--- src/logic/quad_macros.svh ---
`ifndef QUAD_MACROS_SVH
`define QUAD_MACROS_SVH

//////////////////////////////
// Datapath widths
//////////////////////////////

// Signed input pixel
`define QUAD_PIXEL_WIDTH 8

// Signed kernel weight
`define QUAD_WEIGHT_WIDTH 8

// Saturated output sample
`define QUAD_RESULT_WIDTH 16

//////////////////////////////
// Counts
//////////////////////////////

// Taps in the sliding window
`define QUAD_NUM_TAPS 3

// Pixel count of one job
`define QUAD_COUNT_WIDTH 10

`endif

--- src/logic/quad_data_pkg.sv ---
`include "quad_macros.svh"

package quad_data_pkg;

    //////////////////////////////
    // Scalar samples
    //////////////////////////////

    typedef logic signed [`QUAD_PIXEL_WIDTH-1:0]  pixel_t;
    typedef logic signed [`QUAD_WEIGHT_WIDTH-1:0] weight_t;
    typedef logic signed [`QUAD_RESULT_WIDTH-1:0] result_t;

    //////////////////////////////
    // Kernel and window
    //////////////////////////////

    // w0 applies to the oldest pixel
    typedef struct packed {
        weight_t w0;
        weight_t w1;
        weight_t w2;
    } weight_set_t;

    // p_new is the pixel taken most recently
    typedef struct packed {
        pixel_t p_old;
        pixel_t p_mid;
        pixel_t p_new;
    } window_t;

    //////////////////////////////
    // Pipeline stages
    //////////////////////////////

    // Full-precision 8x8 products
    typedef struct packed {
        logic                                                   valid;
        logic signed [`QUAD_PIXEL_WIDTH+`QUAD_WEIGHT_WIDTH-1:0] prod0;
        logic signed [`QUAD_PIXEL_WIDTH+`QUAD_WEIGHT_WIDTH-1:0] prod1;
        logic signed [`QUAD_PIXEL_WIDTH+`QUAD_WEIGHT_WIDTH-1:0] prod2;
    } product_stage_t;

    // Two guard bits so three products never wrap
    typedef struct packed {
        logic                               valid;
        logic signed [`QUAD_RESULT_WIDTH+1:0] sum;
    } sum_stage_t;

endpackage

--- src/logic/quad_job_pkg.sv ---
`include "quad_macros.svh"

package quad_job_pkg;

    //////////////////////////////
    // Job parameters
    //////////////////////////////

    // Sampled once, at job accept
    typedef struct packed {
        logic [`QUAD_COUNT_WIDTH-1:0] num_pixels;
        logic                         relu_enable;
    } job_params_t;

    //////////////////////////////
    // Controller states
    //////////////////////////////

    typedef enum logic [1:0] {
        // Waiting for job_start, kernel may be loaded
        ST_IDLE     = 2'd0,
        // Taking pixels
        ST_ACTIVE   = 2'd1,
        // Last pixel taken, pipeline still busy
        ST_DRAIN    = 2'd2,
        // Holding job_complete for the host
        ST_COMPLETE = 2'd3
    } ctrl_state_t;

endpackage

--- src/logic/cnn_quad_top.sv ---
`timescale 1ns/1ps

module cnn_quad_top (
    input  logic                        clk_core,
    input  logic                        rst,
    input  logic                        job_start,
    input  quad_job_pkg::job_params_t   job_parameters,
    output logic                        job_accept,
    output logic                        job_complete,
    input  logic                        job_complete_ack,
    input  logic                        weight_valid,
    input  quad_data_pkg::weight_set_t  weight_data,
    output logic                        weight_ready,
    input  logic                        pixel_valid,
    input  quad_data_pkg::pixel_t       pixel_data,
    output logic                        pixel_ready,
    output logic                        result_valid,
    output quad_data_pkg::result_t      result_data
);

    logic                   pixel_take;
    logic                   job_clear;
    logic                   relu_enable;
    logic                   weight_load;
    logic                   window_valid;
    logic                   window_busy;
    logic                   mac_busy;
    quad_data_pkg::window_t window;

    quad_job_ctrl job_ctrl_i (
        .clk_core         (clk_core),
        .rst              (rst),
        .job_start        (job_start),
        .job_parameters   (job_parameters),
        .job_complete_ack (job_complete_ack),
        .weight_valid     (weight_valid),
        .pixel_valid      (pixel_valid),
        .window_busy      (window_busy),
        .mac_busy         (mac_busy),
        .job_accept       (job_accept),
        .job_complete     (job_complete),
        .weight_ready     (weight_ready),
        .weight_load      (weight_load),
        .pixel_ready      (pixel_ready),
        .pixel_take       (pixel_take),
        .job_clear        (job_clear),
        .relu_enable      (relu_enable)
    );

    quad_pixel_window pixel_window_i (
        .clk_core     (clk_core),
        .rst          (rst),
        .job_clear    (job_clear),
        .relu_enable  (relu_enable),
        .pixel_take   (pixel_take),
        .pixel_data   (pixel_data),
        .window_valid (window_valid),
        .window       (window),
        .window_busy  (window_busy)
    );

    quad_mac_pipe mac_pipe_i (
        .clk_core     (clk_core),
        .rst          (rst),
        .weight_load  (weight_load),
        .weight_data  (weight_data),
        .window_valid (window_valid),
        .window       (window),
        .result_valid (result_valid),
        .result_data  (result_data),
        .mac_busy     (mac_busy)
    );

endmodule

--- src/logic/quad_job_ctrl.sv ---
`timescale 1ns/1ps

`include "quad_macros.svh"

module quad_job_ctrl (
    input  logic                      clk_core,
    input  logic                      rst,
    input  logic                      job_start,
    input  quad_job_pkg::job_params_t job_parameters,
    input  logic                      job_complete_ack,
    input  logic                      weight_valid,
    input  logic                      pixel_valid,
    input  logic                      window_busy,
    input  logic                      mac_busy,
    output logic                      job_accept,
    output logic                      job_complete,
    output logic                      weight_ready,
    output logic                      weight_load,
    output logic                      pixel_ready,
    output logic                      pixel_take,
    output logic                      job_clear,
    output logic                      relu_enable
);

    quad_job_pkg::ctrl_state_t    state;
    quad_job_pkg::job_params_t    job_q;
    logic [`QUAD_COUNT_WIDTH-1:0] pixel_count;
    logic                         count_done;
    logic                         start_seen;
    logic                         pipe_empty;

    //////////////////////////////
    // Host handshakes
    //////////////////////////////

    assign start_seen = (state == quad_job_pkg::ST_IDLE) && job_start;
    assign count_done = (pixel_count == job_q.num_pixels);
    assign pipe_empty = !window_busy && !mac_busy;

    // Kernel can only change between jobs
    assign weight_ready = weight_valid && (state == quad_job_pkg::ST_IDLE);
    assign weight_load  = weight_valid && weight_ready;

    assign pixel_ready = (state == quad_job_pkg::ST_ACTIVE) &&
                         (pixel_count < job_q.num_pixels);
    assign pixel_take  = pixel_valid && pixel_ready;

    assign job_complete = (state == quad_job_pkg::ST_COMPLETE);
    assign job_clear    = job_accept;
    assign relu_enable  = job_q.relu_enable;

    // Job parameters captured with the start
    always_ff @(posedge clk_core) begin
        if (start_seen) begin
            job_q <= job_parameters;
        end
    end

    //////////////////////////////
    // Job FSM
    //////////////////////////////

    always_ff @(posedge clk_core) begin
        if (rst) begin
            state       <= quad_job_pkg::ST_IDLE;
            job_accept  <= 1'b0;
            pixel_count <= '0;
        end else begin
            job_accept <= 1'b0;

            if (pixel_take) begin
                pixel_count <= pixel_count + 1'b1;
            end

            case (state)
                quad_job_pkg::ST_IDLE: begin
                    if (job_start) begin
                        state       <= quad_job_pkg::ST_ACTIVE;
                        job_accept  <= 1'b1;
                        pixel_count <= '0;
                    end
                end

                // Leaves one cycle after the last pixel, once window_busy covers it
                quad_job_pkg::ST_ACTIVE: begin
                    if (count_done) begin
                        state <= quad_job_pkg::ST_DRAIN;
                    end
                end

                quad_job_pkg::ST_DRAIN: begin
                    if (pipe_empty) begin
                        state <= quad_job_pkg::ST_COMPLETE;
                    end
                end

                quad_job_pkg::ST_COMPLETE: begin
                    if (job_complete_ack) begin
                        state <= quad_job_pkg::ST_IDLE;
                    end
                end

                default: begin
                    state <= quad_job_pkg::ST_IDLE;
                end
            endcase
        end
    end

endmodule

--- src/logic/quad_mac_pipe.sv ---
`timescale 1ns/1ps

`include "quad_macros.svh"

module quad_mac_pipe (
    input  logic                        clk_core,
    input  logic                        rst,
    input  logic                        weight_load,
    input  quad_data_pkg::weight_set_t  weight_data,
    input  logic                        window_valid,
    input  quad_data_pkg::window_t      window,
    output logic                        result_valid,
    output quad_data_pkg::result_t      result_data,
    output logic                        mac_busy
);

    localparam int RES_W = `QUAD_RESULT_WIDTH;
    localparam int SUM_W = RES_W + 2;

    quad_data_pkg::weight_set_t     kernel_q;
    quad_data_pkg::product_stage_t  prod_q;
    quad_data_pkg::sum_stage_t      sum_q;
    quad_data_pkg::result_t         sat_value;
    logic [SUM_W-RES_W:0]           guard_bits;

    // Kernel register
    always_ff @(posedge clk_core) begin
        if (weight_load) begin
            kernel_q <= weight_data;
        end
    end

    //////////////////////////////
    // Multiply and sum
    //////////////////////////////

    always_ff @(posedge clk_core) begin
        prod_q.prod0 <= $signed(kernel_q.w0) * $signed(window.p_old);
        prod_q.prod1 <= $signed(kernel_q.w1) * $signed(window.p_mid);
        prod_q.prod2 <= $signed(kernel_q.w2) * $signed(window.p_new);
        if (rst) begin
            prod_q.valid <= 1'b0;
        end else begin
            prod_q.valid <= window_valid;
        end
    end

    always_ff @(posedge clk_core) begin
        sum_q.sum <= $signed(prod_q.prod0) + $signed(prod_q.prod1) + $signed(prod_q.prod2);
        if (rst) begin
            sum_q.valid <= 1'b0;
        end else begin
            sum_q.valid <= prod_q.valid;
        end
    end

    //////////////////////////////
    // Saturation
    //////////////////////////////

    // Sum fits when the guard bits all match the result sign
    assign guard_bits = sum_q.sum[SUM_W-1:RES_W-1];

    always_comb begin
        if ((&guard_bits) || !(|guard_bits)) begin
            sat_value = sum_q.sum[RES_W-1:0];
        end else if (sum_q.sum[SUM_W-1]) begin
            sat_value = {1'b1, {(RES_W-1){1'b0}}};
        end else begin
            sat_value = {1'b0, {(RES_W-1){1'b1}}};
        end
    end

    always_ff @(posedge clk_core) begin
        result_data <= sat_value;
        if (rst) begin
            result_valid <= 1'b0;
        end else begin
            result_valid <= sum_q.valid;
        end
    end

    // Output register is not counted, its strobe is already visible
    assign mac_busy = prod_q.valid || sum_q.valid;

endmodule

--- src/logic/quad_pixel_window.sv ---
`timescale 1ns/1ps

`include "quad_macros.svh"

module quad_pixel_window (
    input  logic                    clk_core,
    input  logic                    rst,
    input  logic                    job_clear,
    input  logic                    relu_enable,
    input  logic                    pixel_take,
    input  quad_data_pkg::pixel_t   pixel_data,
    output logic                    window_valid,
    output quad_data_pkg::window_t  window,
    output logic                    window_busy
);

    // Earlier pixels needed before a window is complete
    localparam logic [1:0] FULL_FILL = 2'(`QUAD_NUM_TAPS - 1);

    quad_data_pkg::pixel_t relu_pixel;
    logic [1:0]            fill_count;

    // ReLU zeroes anything with the sign bit set
    assign relu_pixel = (relu_enable && pixel_data[`QUAD_PIXEL_WIDTH-1]) ? '0 : pixel_data;

    // Shift register, oldest pixel drops out
    always_ff @(posedge clk_core) begin
        if (pixel_take) begin
            window.p_old <= window.p_mid;
            window.p_mid <= window.p_new;
            window.p_new <= relu_pixel;
        end
    end

    //////////////////////////////
    // Fill tracking
    //////////////////////////////

    always_ff @(posedge clk_core) begin
        if (rst) begin
            fill_count   <= '0;
            window_valid <= 1'b0;
            window_busy  <= 1'b0;
        end else begin
            window_busy <= window_valid;
            if (job_clear) begin
                // A pixel taken alongside the clear is the first of the new job
                fill_count   <= pixel_take ? 2'd1 : 2'd0;
                window_valid <= 1'b0;
            end else begin
                window_valid <= pixel_take && (fill_count == FULL_FILL);
                if (pixel_take && (fill_count != FULL_FILL)) begin
                    fill_count <= fill_count + 2'd1;
                end
            end
        end
    end

endmodule

--- config.mk ---
export PLATFORM = sky130hd
export DESIGN_NAME = cnn_quad_top
export DESIGN_NICKNAME = d
export VERILOG_FILES = /design/src/logic/quad_data_pkg.sv /design/src/logic/quad_job_pkg.sv /design/src/logic/cnn_quad_top.sv /design/src/logic/quad_job_ctrl.sv /design/src/logic/quad_mac_pipe.sv /design/src/logic/quad_pixel_window.sv
export VERILOG_INCLUDE_DIRS = /design/src /design/src/logic
export SDC_FILE = /design/constraint.sdc
export NUM_CORES = 1
export LEC_CHECK = 0
export BUFFER_PORTS_ARGS = -buffer_cell sky130_fd_sc_hd__buf_4
export CELL_PAD_IN_SITES_DETAIL_PLACEMENT = 1
export CELL_PAD_IN_SITES_GLOBAL_PLACEMENT = 1
export CORE_MARGIN = 2
export CORE_UTILIZATION = 54
export DETAILED_ROUTE_END_ITERATION = 6
export GPL_TIMING_DRIVEN = 0
export PLACE_DENSITY = 0.89
export RECOVER_POWER = 25
export SLEW_MARGIN = 20
export SYNTH_ARGS = -nofsm -noshare
export SYNTH_HDL_FRONTEND = slang
export SYNTH_HIERARCHICAL = 1
export SYNTH_SLANG_ARGS = --single-unit
--- constraint.sdc ---
create_clock -name clk_core -period 8.5 [get_ports clk_core]
set_input_delay 0.425 -clock clk_core [delete_from_list [all_inputs] [get_ports clk_core]]
set_output_delay 0.425 -clock clk_core [all_outputs]
set_load 0.005 [all_outputs]
Yosys cells after proc, flatten, opt, wreduce, memory -nomap -nowiden
Index checks and enable logic that the tools add are counted.
{"block": "totals", "regBits": 160, "in_bits": 49, "out_inout_bits": 21, "word_cells": 75}
{"block": "classes", "add_sub_neg": 4, "n_mul": 3, "order_cmp": 1, "n_eq_ne": 10, "muxes": 14, "bitwise_logic": 1, "reduce_logical": 21}
{"op": "$mul 8x8->16", "n": 3}
{"op": "$mux 16", "n": 2}
{"op": "$mux 10", "n": 3}
{"op": "$add 17x16->18", "n": 1}
{"op": "$add 16x16->17", "n": 1}
{"op": "$mux 2", "n": 6}
{"op": "$add 10x1->10 const B", "n": 1}
{"op": "$eq 10x10->1", "n": 1}
{"op": "$lt 10x10->1", "n": 1}
{"op": "$logic_and 1x1->1", "n": 9}
{"op": "$pmux 2 s4", "n": 1}
{"op": "$eq 2x2->1 const B", "n": 3}
{"op": "$ne 2x1->1 const B", "n": 3}
{"op": "$ne 2x2->1 const B", "n": 2}
{"op": "$reduce_and 4->1", "n": 1}
{"op": "$reduce_or 2->1", "n": 2}
{"op": "$logic_not 1->1", "n": 3}
{"op": "$reduce_and 3->1", "n": 1}
{"op": "$reduce_or 3->1", "n": 1}
{"op": "$add 2x1->2 const B", "n": 1}
{"op": "$eq 2x1->1 const B", "n": 1}
{"op": "$logic_not 2->1", "n": 1}
{"op": "$logic_or 1x1->1", "n": 2}
{"op": "$mux 1", "n": 2}
{"op": "other kinds (2)", "n": 2}

Logic depth before layout (Yosys ltp)
Gate-level depths: netlist (run 1).
{"block": "depth", "ltp_word": 6, "depth_mapped": 17, "mapped_depth_nobuf": 17}

By module
Netlist (run 1), hierarchy kept.
{"module": "quad_mac_pipe", "instances": 1, "cells_per_inst": 1169, "area_each_um2": 11393.4, "seq_area_each_um2": 2422.3}
{"module": "quad_job_ctrl", "instances": 1, "cells_per_inst": 136, "area_each_um2": 1355.0, "seq_area_each_um2": 590.6}
{"module": "quad_pixel_window", "instances": 1, "cells_per_inst": 50, "area_each_um2": 948.4, "seq_area_each_um2": 800.8}

Least setup slack after synthesis (run 1)
No wires, ideal clock.
{"block": "synth_timing", "path_kind": "register to register", "from": "register mac_pipe_i/kernel_q[13] in the netlist's numbering", "to": "register mac_pipe_i/prod_q[31] in the netlist's numbering", "setup_ps": 120, "t_arrival_ps": 4151, "required_time_ps": 8380, "path_slack_ps": 4229, "stages_incl_launch_ff": 17, "n_path_buf": 0, "synth_period_minus_slack_ps": 4271, "path_cell_list": "edfxtp_1 and2_1 fa_1 inv_1 fa_1 inv_1 fa_1 inv_1 fa_1 inv_1 ha_1 a21oi_1 nor2b_1 a311o_1 a311oi_2 a21oi_1 xnor2_1"}
{"block": "synth_via", "elab_chain_len": 1}
{"element": "start: declaration", "line_no": "quad_mac_pipe.sv:20", "source": "quad_data_pkg::weight_set_t kernel_q;"}
{"element": "start signal: assignment", "line_no": "quad_mac_pipe.sv:29", "source": "kernel_q <= weight_data;"}
{"element": "$mul 8x8->16", "line_no": "quad_mac_pipe.sv:39", "source": "prod_q.prod1 <= $signed(kernel_q.w1) * $signed(window.p_mid);"}
{"element": "end: declaration", "line_no": "quad_mac_pipe.sv:21", "source": "quad_data_pkg::product_stage_t prod_q;"}
Every way passes these cells.
A chain may end at the register's enable or synchronous reset.

Worst setup path after layout (run 1)
{"block": "layout_timing", "from": "register pixel_window_i/window[10] (netlist name)", "to": "register mac_pipe_i/prod_q[31] in the netlist's numbering"}
{"block": "layout_via", "elab_chain_len": 1}
{"element": "$mul 8x8->16", "line_no": "quad_mac_pipe.sv:39"}
Every way passes these cells.

==> results of run 1 <==
## logic make-up after synthesis
kind of cell	count (synthesis)
multiplexers	8
adder cells (fa/ha/maj)	302
XOR/XNOR	60
AND/OR/NAND/NOR	398
buffers and inverters	291
flip-flops	161
AO/OA/AOI/OAI	135
## flip-flops by register name (all words and copies together) (netlist names), 3 cells and up
| register | count |
|---|---|
| mac_pipe_i/sum_q | 16 |
| pixel_window_i/window | 24 |
| mac_pipe_i/result_data | 16 |
| mac_pipe_i/kernel_q | 24 |
| job_ctrl_i/pixel_count | 10 |
| job_ctrl_i/job_q | 10 |
| mac_pipe_i/prod_q | 49 |
| mac_pipe_i/guard_bits | 3 |
## stage by stage
step / util [%] / cells / setup slack [ps]
final: 60.71 / 1786 / 3619
after global routing: 60.71 / 1786 / 3497
after CTS: 60.72 / 1786 / 3651
after detailed placement: 58.43 / 1754 / 3682
after global placement: 58.43 / 1754 / 3790
after floorplan: - / 1355 / 4229
## placed cells by master, fill, tap and decap left out, types with 4 or more instances in the layout
cell type,instances
xor2_1,7
nand2_1,74
xnor2_1,53
ha_1,120
a21oi_1,51
a211oi_1,5
and2_1,135
dfxtp_1,102
a21oi_2,6
edfxtp_1,59
nand4_1,4
clkbuf_4,34
buf_4,36
inv_1,278
o21bai_1,5
o21ai_0,15
nor2_1,88
nand3_1,13
inv_6,4
mux2i_1,4
clkbuf_16,19
nor3_1,10
clkbuf_1,11
or3_1,5
mux2_2,4
fa_1,182
nor2b_1,38
nand2b_1,9
o21a_1,6
a21o_1,10
## area by class of cell
class	instances	area share, %
Multi-Input combinational cell	903	57.74
Sequential cell	161	25.09
Inverter	278	6.865
Timing Repair Buffer	69	3.383
Clock buffer	22	3.202
Tap cell	330	2.716
Clock inverter	10	0.5762
Buffer	13	0.4281
## layer usage
metal | GRT usage, % | vias up | routed length [um]
met2 | 54.56 | 269 | 19870
met4 | 12.67 | 0 | 1451
li1 | - | 4410 | -
met1 | 33.14 | 4971 | 14050
met3 | 4.799 | 96 | 1431
met5 | 0 | - | 0
## worst min-delay path by stage
stage / from / to / slack [ps] / depth (start not counted)
5_1_grt: job_parameters[9] / job_ctrl_i/job_q[9] / 150 / 1
3_5_place_dp: mac_pipe_i/sum_q[18] / mac_pipe_i/result_valid / 460 / 1
3_3_place_gp: mac_pipe_i/prod_q[48] / mac_pipe_i/sum_q[18] / 440 / 1
6_report: job_parameters[9] / job_ctrl_i/job_q[9] / 160 / 1
4_1_cts: job_parameters[9] / job_ctrl_i/job_q[9] / 120 / 1
2_1_floorplan: mac_pipe_i/prod_q[48] / mac_pipe_i/sum_q[18] / 430 / 1
## critical path: stages, from the launching register on
cell and delay [ps]:
edfxtp_1 590, and2_1 250, fa_1 550, inv_1 60, fa_1 530, inv_1 50
fa_1 500, inv_1 60, fa_1 470, inv_1 40, ha_1 330, a21oi_1 150
nor2b_1 60, a311o_1 390, a311oi_2 380, a21oi_1 150, xnor2_1 240
==> results.tsv, run 1 <==
stage	metric	value	unit
outcome	status	completed	
sta	Tcrit/Tclk final	57.43	%
synth	Avg Inst Size Synth	10.11	um^2
clock_network	clock-pin slew on the worst setup and hold paths	80	ps
setup_path	Worst R2R Setup Slack	3620	ps
setup_path	critical path endpoint	mac_pipe_i/prod_q[31]	
synth	mux cell area share after synthesis	0.6212	%
synth	synth top area cells	fa_1, dfxtp_1, edfxtp_1, ha_1, inv_1	
synth	most common library cells after synthesis	inv_1, fa_1, and2_1	
sta	Tmin final	4881	ps
synth	Synth Instances	1355	
global_routing	Global Route Usage Sum	29.38	%
synth	Yosys reg bits	161	
drt	vias per std cell	5.457	
global_routing	first-pass GRT wire length	59410	um
global_routing	largest net degree at the start of global routing	38	
sta	fin. max-slew vios	0	
sta	final setup TNS	0	ps
sta	Fin. Hold Viols	0	
clock_network	Worst-Skew Late Latency	450	ps
synth	post-synth top area cell	fa_1	
drt	routed wire length	36810	um
cells_and_area	register area	3814	um^2
die	Die Y	163.3	um
global_routing	initial antenna violation count	0	
setup_path	r2r endpoint	mac_pipe_i/prod_q[31]	
drt	WL/cell	20.61	um
clock_network	post_cts resized	0	
synth	Seq/Total Area, Yosys	27.84	%
synth	Synth Area in Adders	37.56	%
setup_path	Setup Crit Path Kind	flip-flop to flip-flop	
setup_path	CP Launch Type	flip-flop	
drt	router iterations before antenna repair	4	
setup_path	CP Data Required Time	8850	ps
sta	Worst-Margin Slew	754.0	ps
cells_and_area	share of cells above drive strength 1	8.723	%
placement	post-placement cell area	14630	um^2
synth	Distinct cells, synth	68	
cells_and_area	fin nets	1794	
clock_network	H-tree depth	4	
die	die area	26650	um^2
die	FP Rows	58	
setup_path	CP arrival	5230	ps
placement	HPWL after detailed placement	26640	um
synth	ys async rst share	0	%
clock_network	CTS Hold Buffers Added	0	
cells_and_area	area grow syn2layout	10.97	%
cells_and_area	diodes inserted	0	
die	CORE AREA	25040	um^2
cells_and_area	fill count	2797	
die	Initial Util	54.71	%
flow_run	MaxCap Viol Count	0	
drt	Initial DRC Count	451	
synth	post-synthesis compound-gate area fraction	6.787	%
cells_and_area	footprint of the multi-input gates	8776	um^2
synth	Yosys warnings	6	
die	die width	163.3	um
synth	count leader, synth	inv_1	
setup_path	Setup crit end kind	flip-flop	
sta	relative slew slack	49.74	%
global_routing	aggregate global routing overflow	0	
drt	Post-DRT Antenna Nets	0	
drt	drt drc	0	
die	io pins	70	
clock_network	clock sink total	161	
setup_path	crit path launch	pixel_window_i/window[10]	
placement	routability cong.	0.8471	
setup_path	crit path max fanout	9	
sta	clk_skew	14.82	ps
clock_network	Max clock buf depth	2	
sta	FMAX	0.2049	GHz
cells_and_area	design area	15200	um^2
clock_network	CTS root buf	clkbuf_16	
sta	final hold slack	164.4	ps
synth	Synth Net Count	1706	
global_routing	vias in the first global route	11350	
synth	Yosys top cell area share	26.60	%
sta	unrepaired setup endpoints after global routing	false	
sta	final setup fails	0	
clock_network	Setup Fix Bufs, Post-CTS	0	
synth	Synth Area in XOR/XNOR	3.837	%
clock_network	Inserted Clock Buffers	17	
drt	total number of vias	9746	
synth	Post-Synth Simple-Gate Area	15.26	%
setup_path	FF-to-FF path depth	16	
synth	main combinational cell family by area after synthesis	adder cells	
placement	Port Buffers	69	
synth	Post-synth EDFFs	59	
clock_network	CTS tree	yes	
synth	dominant synthesized flop cell	dfxtp_1	
worst_hold_path	Hold Path Class	input port to flip-flop	
setup_path	Crit Reg-Reg Startpoint	pixel_window_i/window[10]	
synth	Netlist Area Pre-Place	13700	um^2
Power of run 1 is not shown: default switching activity piles up to over one toggle a cycle in this logic, so the estimate is an artifact.
==> inputs of run 2 (changes only) <==
--- a/config.mk
+++ b/config.mk
@@ -6,14 +6,15 @@
 export SDC_FILE = /design/constraint.sdc
 export NUM_CORES = 1
 export LEC_CHECK = 0
+export ABC_AREA = 1
 export BUFFER_PORTS_ARGS = -buffer_cell sky130_fd_sc_hd__buf_4
 export CELL_PAD_IN_SITES_DETAIL_PLACEMENT = 1
 export CELL_PAD_IN_SITES_GLOBAL_PLACEMENT = 1
 export CORE_MARGIN = 2
-export CORE_UTILIZATION = 54
+export CORE_UTILIZATION = 48
 export DETAILED_ROUTE_END_ITERATION = 6
 export GPL_TIMING_DRIVEN = 0
-export PLACE_DENSITY = 0.89
+export PLACE_DENSITY = 0.84
 export RECOVER_POWER = 25
 export SLEW_MARGIN = 20
 export SYNTH_ARGS = -nofsm -noshare
==> constraint.sdc (replaced) <==
create_clock -name clk_core -period 4.7 [get_ports clk_core]
set_input_delay 0.235 -clock clk_core [delete_from_list [all_inputs] [get_ports clk_core]]
set_output_delay 0.235 -clock clk_core [all_outputs]
set_load 0.005 [all_outputs]
==> run 2 against run 1 <==
  * Setup slack got worse by 3500 ps
  * Critical path type unchanged
  * Area after synthesis grew 5.7%
  * Cell count grew 29%
  * Highest routed layer unchanged
  * Non-clock buffer count rose by 69
  * Design area grew 8.0%
  * Register-to-register slack worse by 3500 ps
  * Fmax is 7.2% higher
  * Sequential cell count unchanged
  * Critical path depth unchanged
==> results.tsv, run 2 <==
stage	metric	value	unit	change
drt	Initial DRC Count	410		-9.1%
sta	Fin. Hold Viols	0		unchanged
cells_and_area	area grow syn2layout	13.46	%	
global_routing	met1 GRT Util	28.42	%	-4.7 points
outcome	status	completed		
sta	Tmin final	4554	ps	-327.2 ps
setup_path	CP Launch Type	flip-flop		
synth	Avg Inst Size Synth	8.136	um^2	-20%
synth	Seq/Total Area, Yosys	26.35	%	-1.5 points
cells_and_area	design area	16420	um^2	+8.0%
drt	Post-DRT Antenna Nets	0		unchanged
global_routing	met2 Resource Use GR	50.08	%	-4.5 points
setup_path	Setup Crit Path Kind	flip-flop to flip-flop		
cells_and_area	fin util	55.41	%	-5.3 points
clock_network	H-tree depth	4		unchanged
sta	unrepaired setup endpoints after global routing	false		
cells_and_area	max reg flops	49		unchanged
clock_network	Inserted Clock Buffers	17		unchanged
cells_and_area	footprint of the multi-input gates	8569	um^2	-2.4%
setup_path	Setup crit end kind	flip-flop		
drt	drt drc	0		unchanged
sta	FMAX	0.2196	GHz	+7.2%
synth	dominant synthesized flop cell	dfxtp_1		
global_routing	GRT busiest layer	met2		
sta	Worst-Margin Slew	918.1	ps	+164.1 ps
placement	HPWL after detailed placement	30000	um	+13%
drt	vias per std cell	4.891		-10%
cells_and_area	Final Non-Filler Cells	2302		+29%
synth	Yosys reg bits	161		unchanged
clock_network	CTS root buf	clkbuf_16		
drt	total number of vias	11260		+16%
cells_and_area	most flop-heavy register	mac_pipe_i/prod_q		
sta	final setup fails	0		unchanged
cells_and_area	share of cells above drive strength 1	8.264	%	-0.46 points
cells_and_area	commonest cells after routing, fill and taps aside	inv_1, nand2_1, fa_1		
placement	Port Buffers	69		unchanged
clock_network	Max clock buf depth	2		unchanged
placement	routability cong.	0.8503		+0.38%
die	CORE AREA	29640	um^2	+18%
cells_and_area	Regs by FF count	mac_pipe_i/prod_q: 49 flops, mac_pipe_i/kernel_q: 24 flops, pixel_window_i/window: 24 flops		
synth	ys async rst share	0	%	unchanged
sta	relative slew slack	38.65	%	-11 points
setup_path	crit path max fanout	8		-1
die	FP Rows	63		+8.6%
cells_and_area	commonest non-fill, non-tap cell in the layout	inv_1		
clock_network	Worst-Skew Late Latency	440	ps	about the same
global_routing	first-pass GRT wire length	62900	um	+5.9%
cells_and_area	fin nets	2250		+25%
synth	Yosys top cell area share	25.17	%	-1.4 points
sta	Tcrit/Tclk final	96.89	%	+39 points
die	Die Y	177.7	um	+8.8%
synth	post-synth top area cell	fa_1		
clock_network	clock sink total	161		unchanged
synth	Synth Net Count	2130		+25%
placement	post-placement cell area	15480	um^2	+5.8%
setup_path	CP arrival	4880	ps	-350 ps
global_routing	Global Route Usage Sum	25.58	%	-3.8 points
global_routing	aggregate global routing overflow	0		unchanged
drt	WL/cell	16.39	um	-20%
clock_network	clock-pin slew on the worst setup and hold paths	70	ps	about the same
sta	fin. max-slew vios	0		unchanged
global_routing	met3 usage	3.171	%	-1.6 points
synth	synth top area cells	fa_1, dfxtp_1, inv_1, edfxtp_1, nand2_1		
global_routing	largest net degree at the start of global routing	32		-16%
synth	count leader, synth	inv_1		
global_routing	vias in the first global route	12960		+14%
sta	clk_skew	21.71	ps	+6.889 ps
clock_network	CTS tree	yes		
setup_path	CP Data Required Time	5030	ps	-3820 ps
die	Initial Util	48.83	%	-5.9 points
placement	Placed Cells	2238		+28%
synth	Post-synth EDFFs	59		unchanged
die	die width	177.7	um	+8.8%
cells_and_area	register area	3814	um^2	unchanged
synth	Distinct cells, synth	37		-46%
cells_and_area	diodes inserted	0		unchanged
drt	routed wire length	37730	um	+2.5%
cells_and_area	fill count	3605		+29%
worst_hold_path	Hold Path Class	input port to flip-flop		
synth	Netlist Area Pre-Place	14470	um^2	+5.7%
synth	most common library cells after synthesis	inv_1, nand2_1, fa_1		
global_routing	initial antenna violation count	0		unchanged
die	io pins	70		unchanged
die	die area	31560	um^2	+18%
drt	router iterations before antenna repair	5		+1
flow_run	MaxCap Viol Count	0		unchanged
synth	Synth Instances	1779		+31%
synth	Yosys warnings	6		unchanged
==> run 2: changes by cell type in the layout (fill, tap and decap cells not counted), moves of 9 or more <==
cell,change
xor2_1,+18
nor2b_1,-38
nand3_1,+43
inv_1,+224
a21oi_1,-14
dlygate4sd3_1,+35
xnor2_1,-38
clkbuf_1,+24
nand2b_1,-9
nand2_2,+10
and2_1,-134
nand2_1,+372
==> run 2: routing by layer <==
layer	up-vias	wire, um
li1	5388	-
met1	5601	15090
met2	205	20640
met3	66	1114
met4	0	891
met5	-	0
==> run 2: path summary, 6_finish.rpt <==
path	end	start	slack (ps)	cells after the start
max	mac_pipe_i/prod_q[15]	pixel_window_i/window[2]	150	16
min	pixel_window_i/window_busy	rst	40	2
max reg2reg	mac_pipe_i/prod_q[15]	pixel_window_i/window[2]	150	16
min reg2reg	mac_pipe_i/result_data[11]	mac_pipe_i/sum_q[11]	420	2
==> run 2: final cells by class <==
type | instances | area share, %
plain buffers | 35 | 0.8914
clock buffers | 20 | 2.842
clock inverters | 12 | 0.6019
inverters | 508 | 11.61
multi-input cells | 1060 | 52.18
flip-flops and latches | 161 | 23.22
well taps | 390 | 2.971
repair buffers | 116 | 5.676
==> run 2: kinds of logic after synthesis <==
family	Yosys count	share of synthesized area, %
buffers and inverters	558	14.54
xor gates and xnor gates	40	2.420
AOI/OAI and AO/OA	71	2.749
DFF	161	26.35
adders and majority gates	302	35.55
and+or+nand+nor	647	18.40
==> run 2: critical path, cell delays in order, from the launching register on <==
cell and delay [ps]:
edfxtp_1 390, clkbuf_4 220, nand2_1 180, fa_2 530
buf_4 180, fa_1 580, fa_1 470, fa_1 560
inv_1 60, ha_1 380, nand2_1 130, nor2_2 200
nand2_1 100, nor2_1 210, nor2_1 100, nand3_1 100
nand2_1 70
==> run 2: timing repair <==
item | 4_1_cts | 5_1_grt
hold endpoints to repair | 35 | 0
buffers inserted | 4 | 8
resized for setup | 3 | 9
endpoints found under the setup margin | 4 | 8
hold buffers | 35 | 0
pin swaps | 1 | 0
==> run 2: stage by stage <==
stage | setup TNS, ps | setup WS [ps] | hold slack [ps]
4_1_cts | 0 | 55.58 | 31.30
6_report | 0 | 146.0 | 38.60
3_3_place_gp | -231.6 | -187.8 | 403.6
5_1_grt | 0 | 2.556 | 35.18
2_1_floorplan | 0 | 542.3 | 306.2
3_5_place_dp | -733.8 | -418.2 | 414.5
Power of run 2 is left out for the same reason.
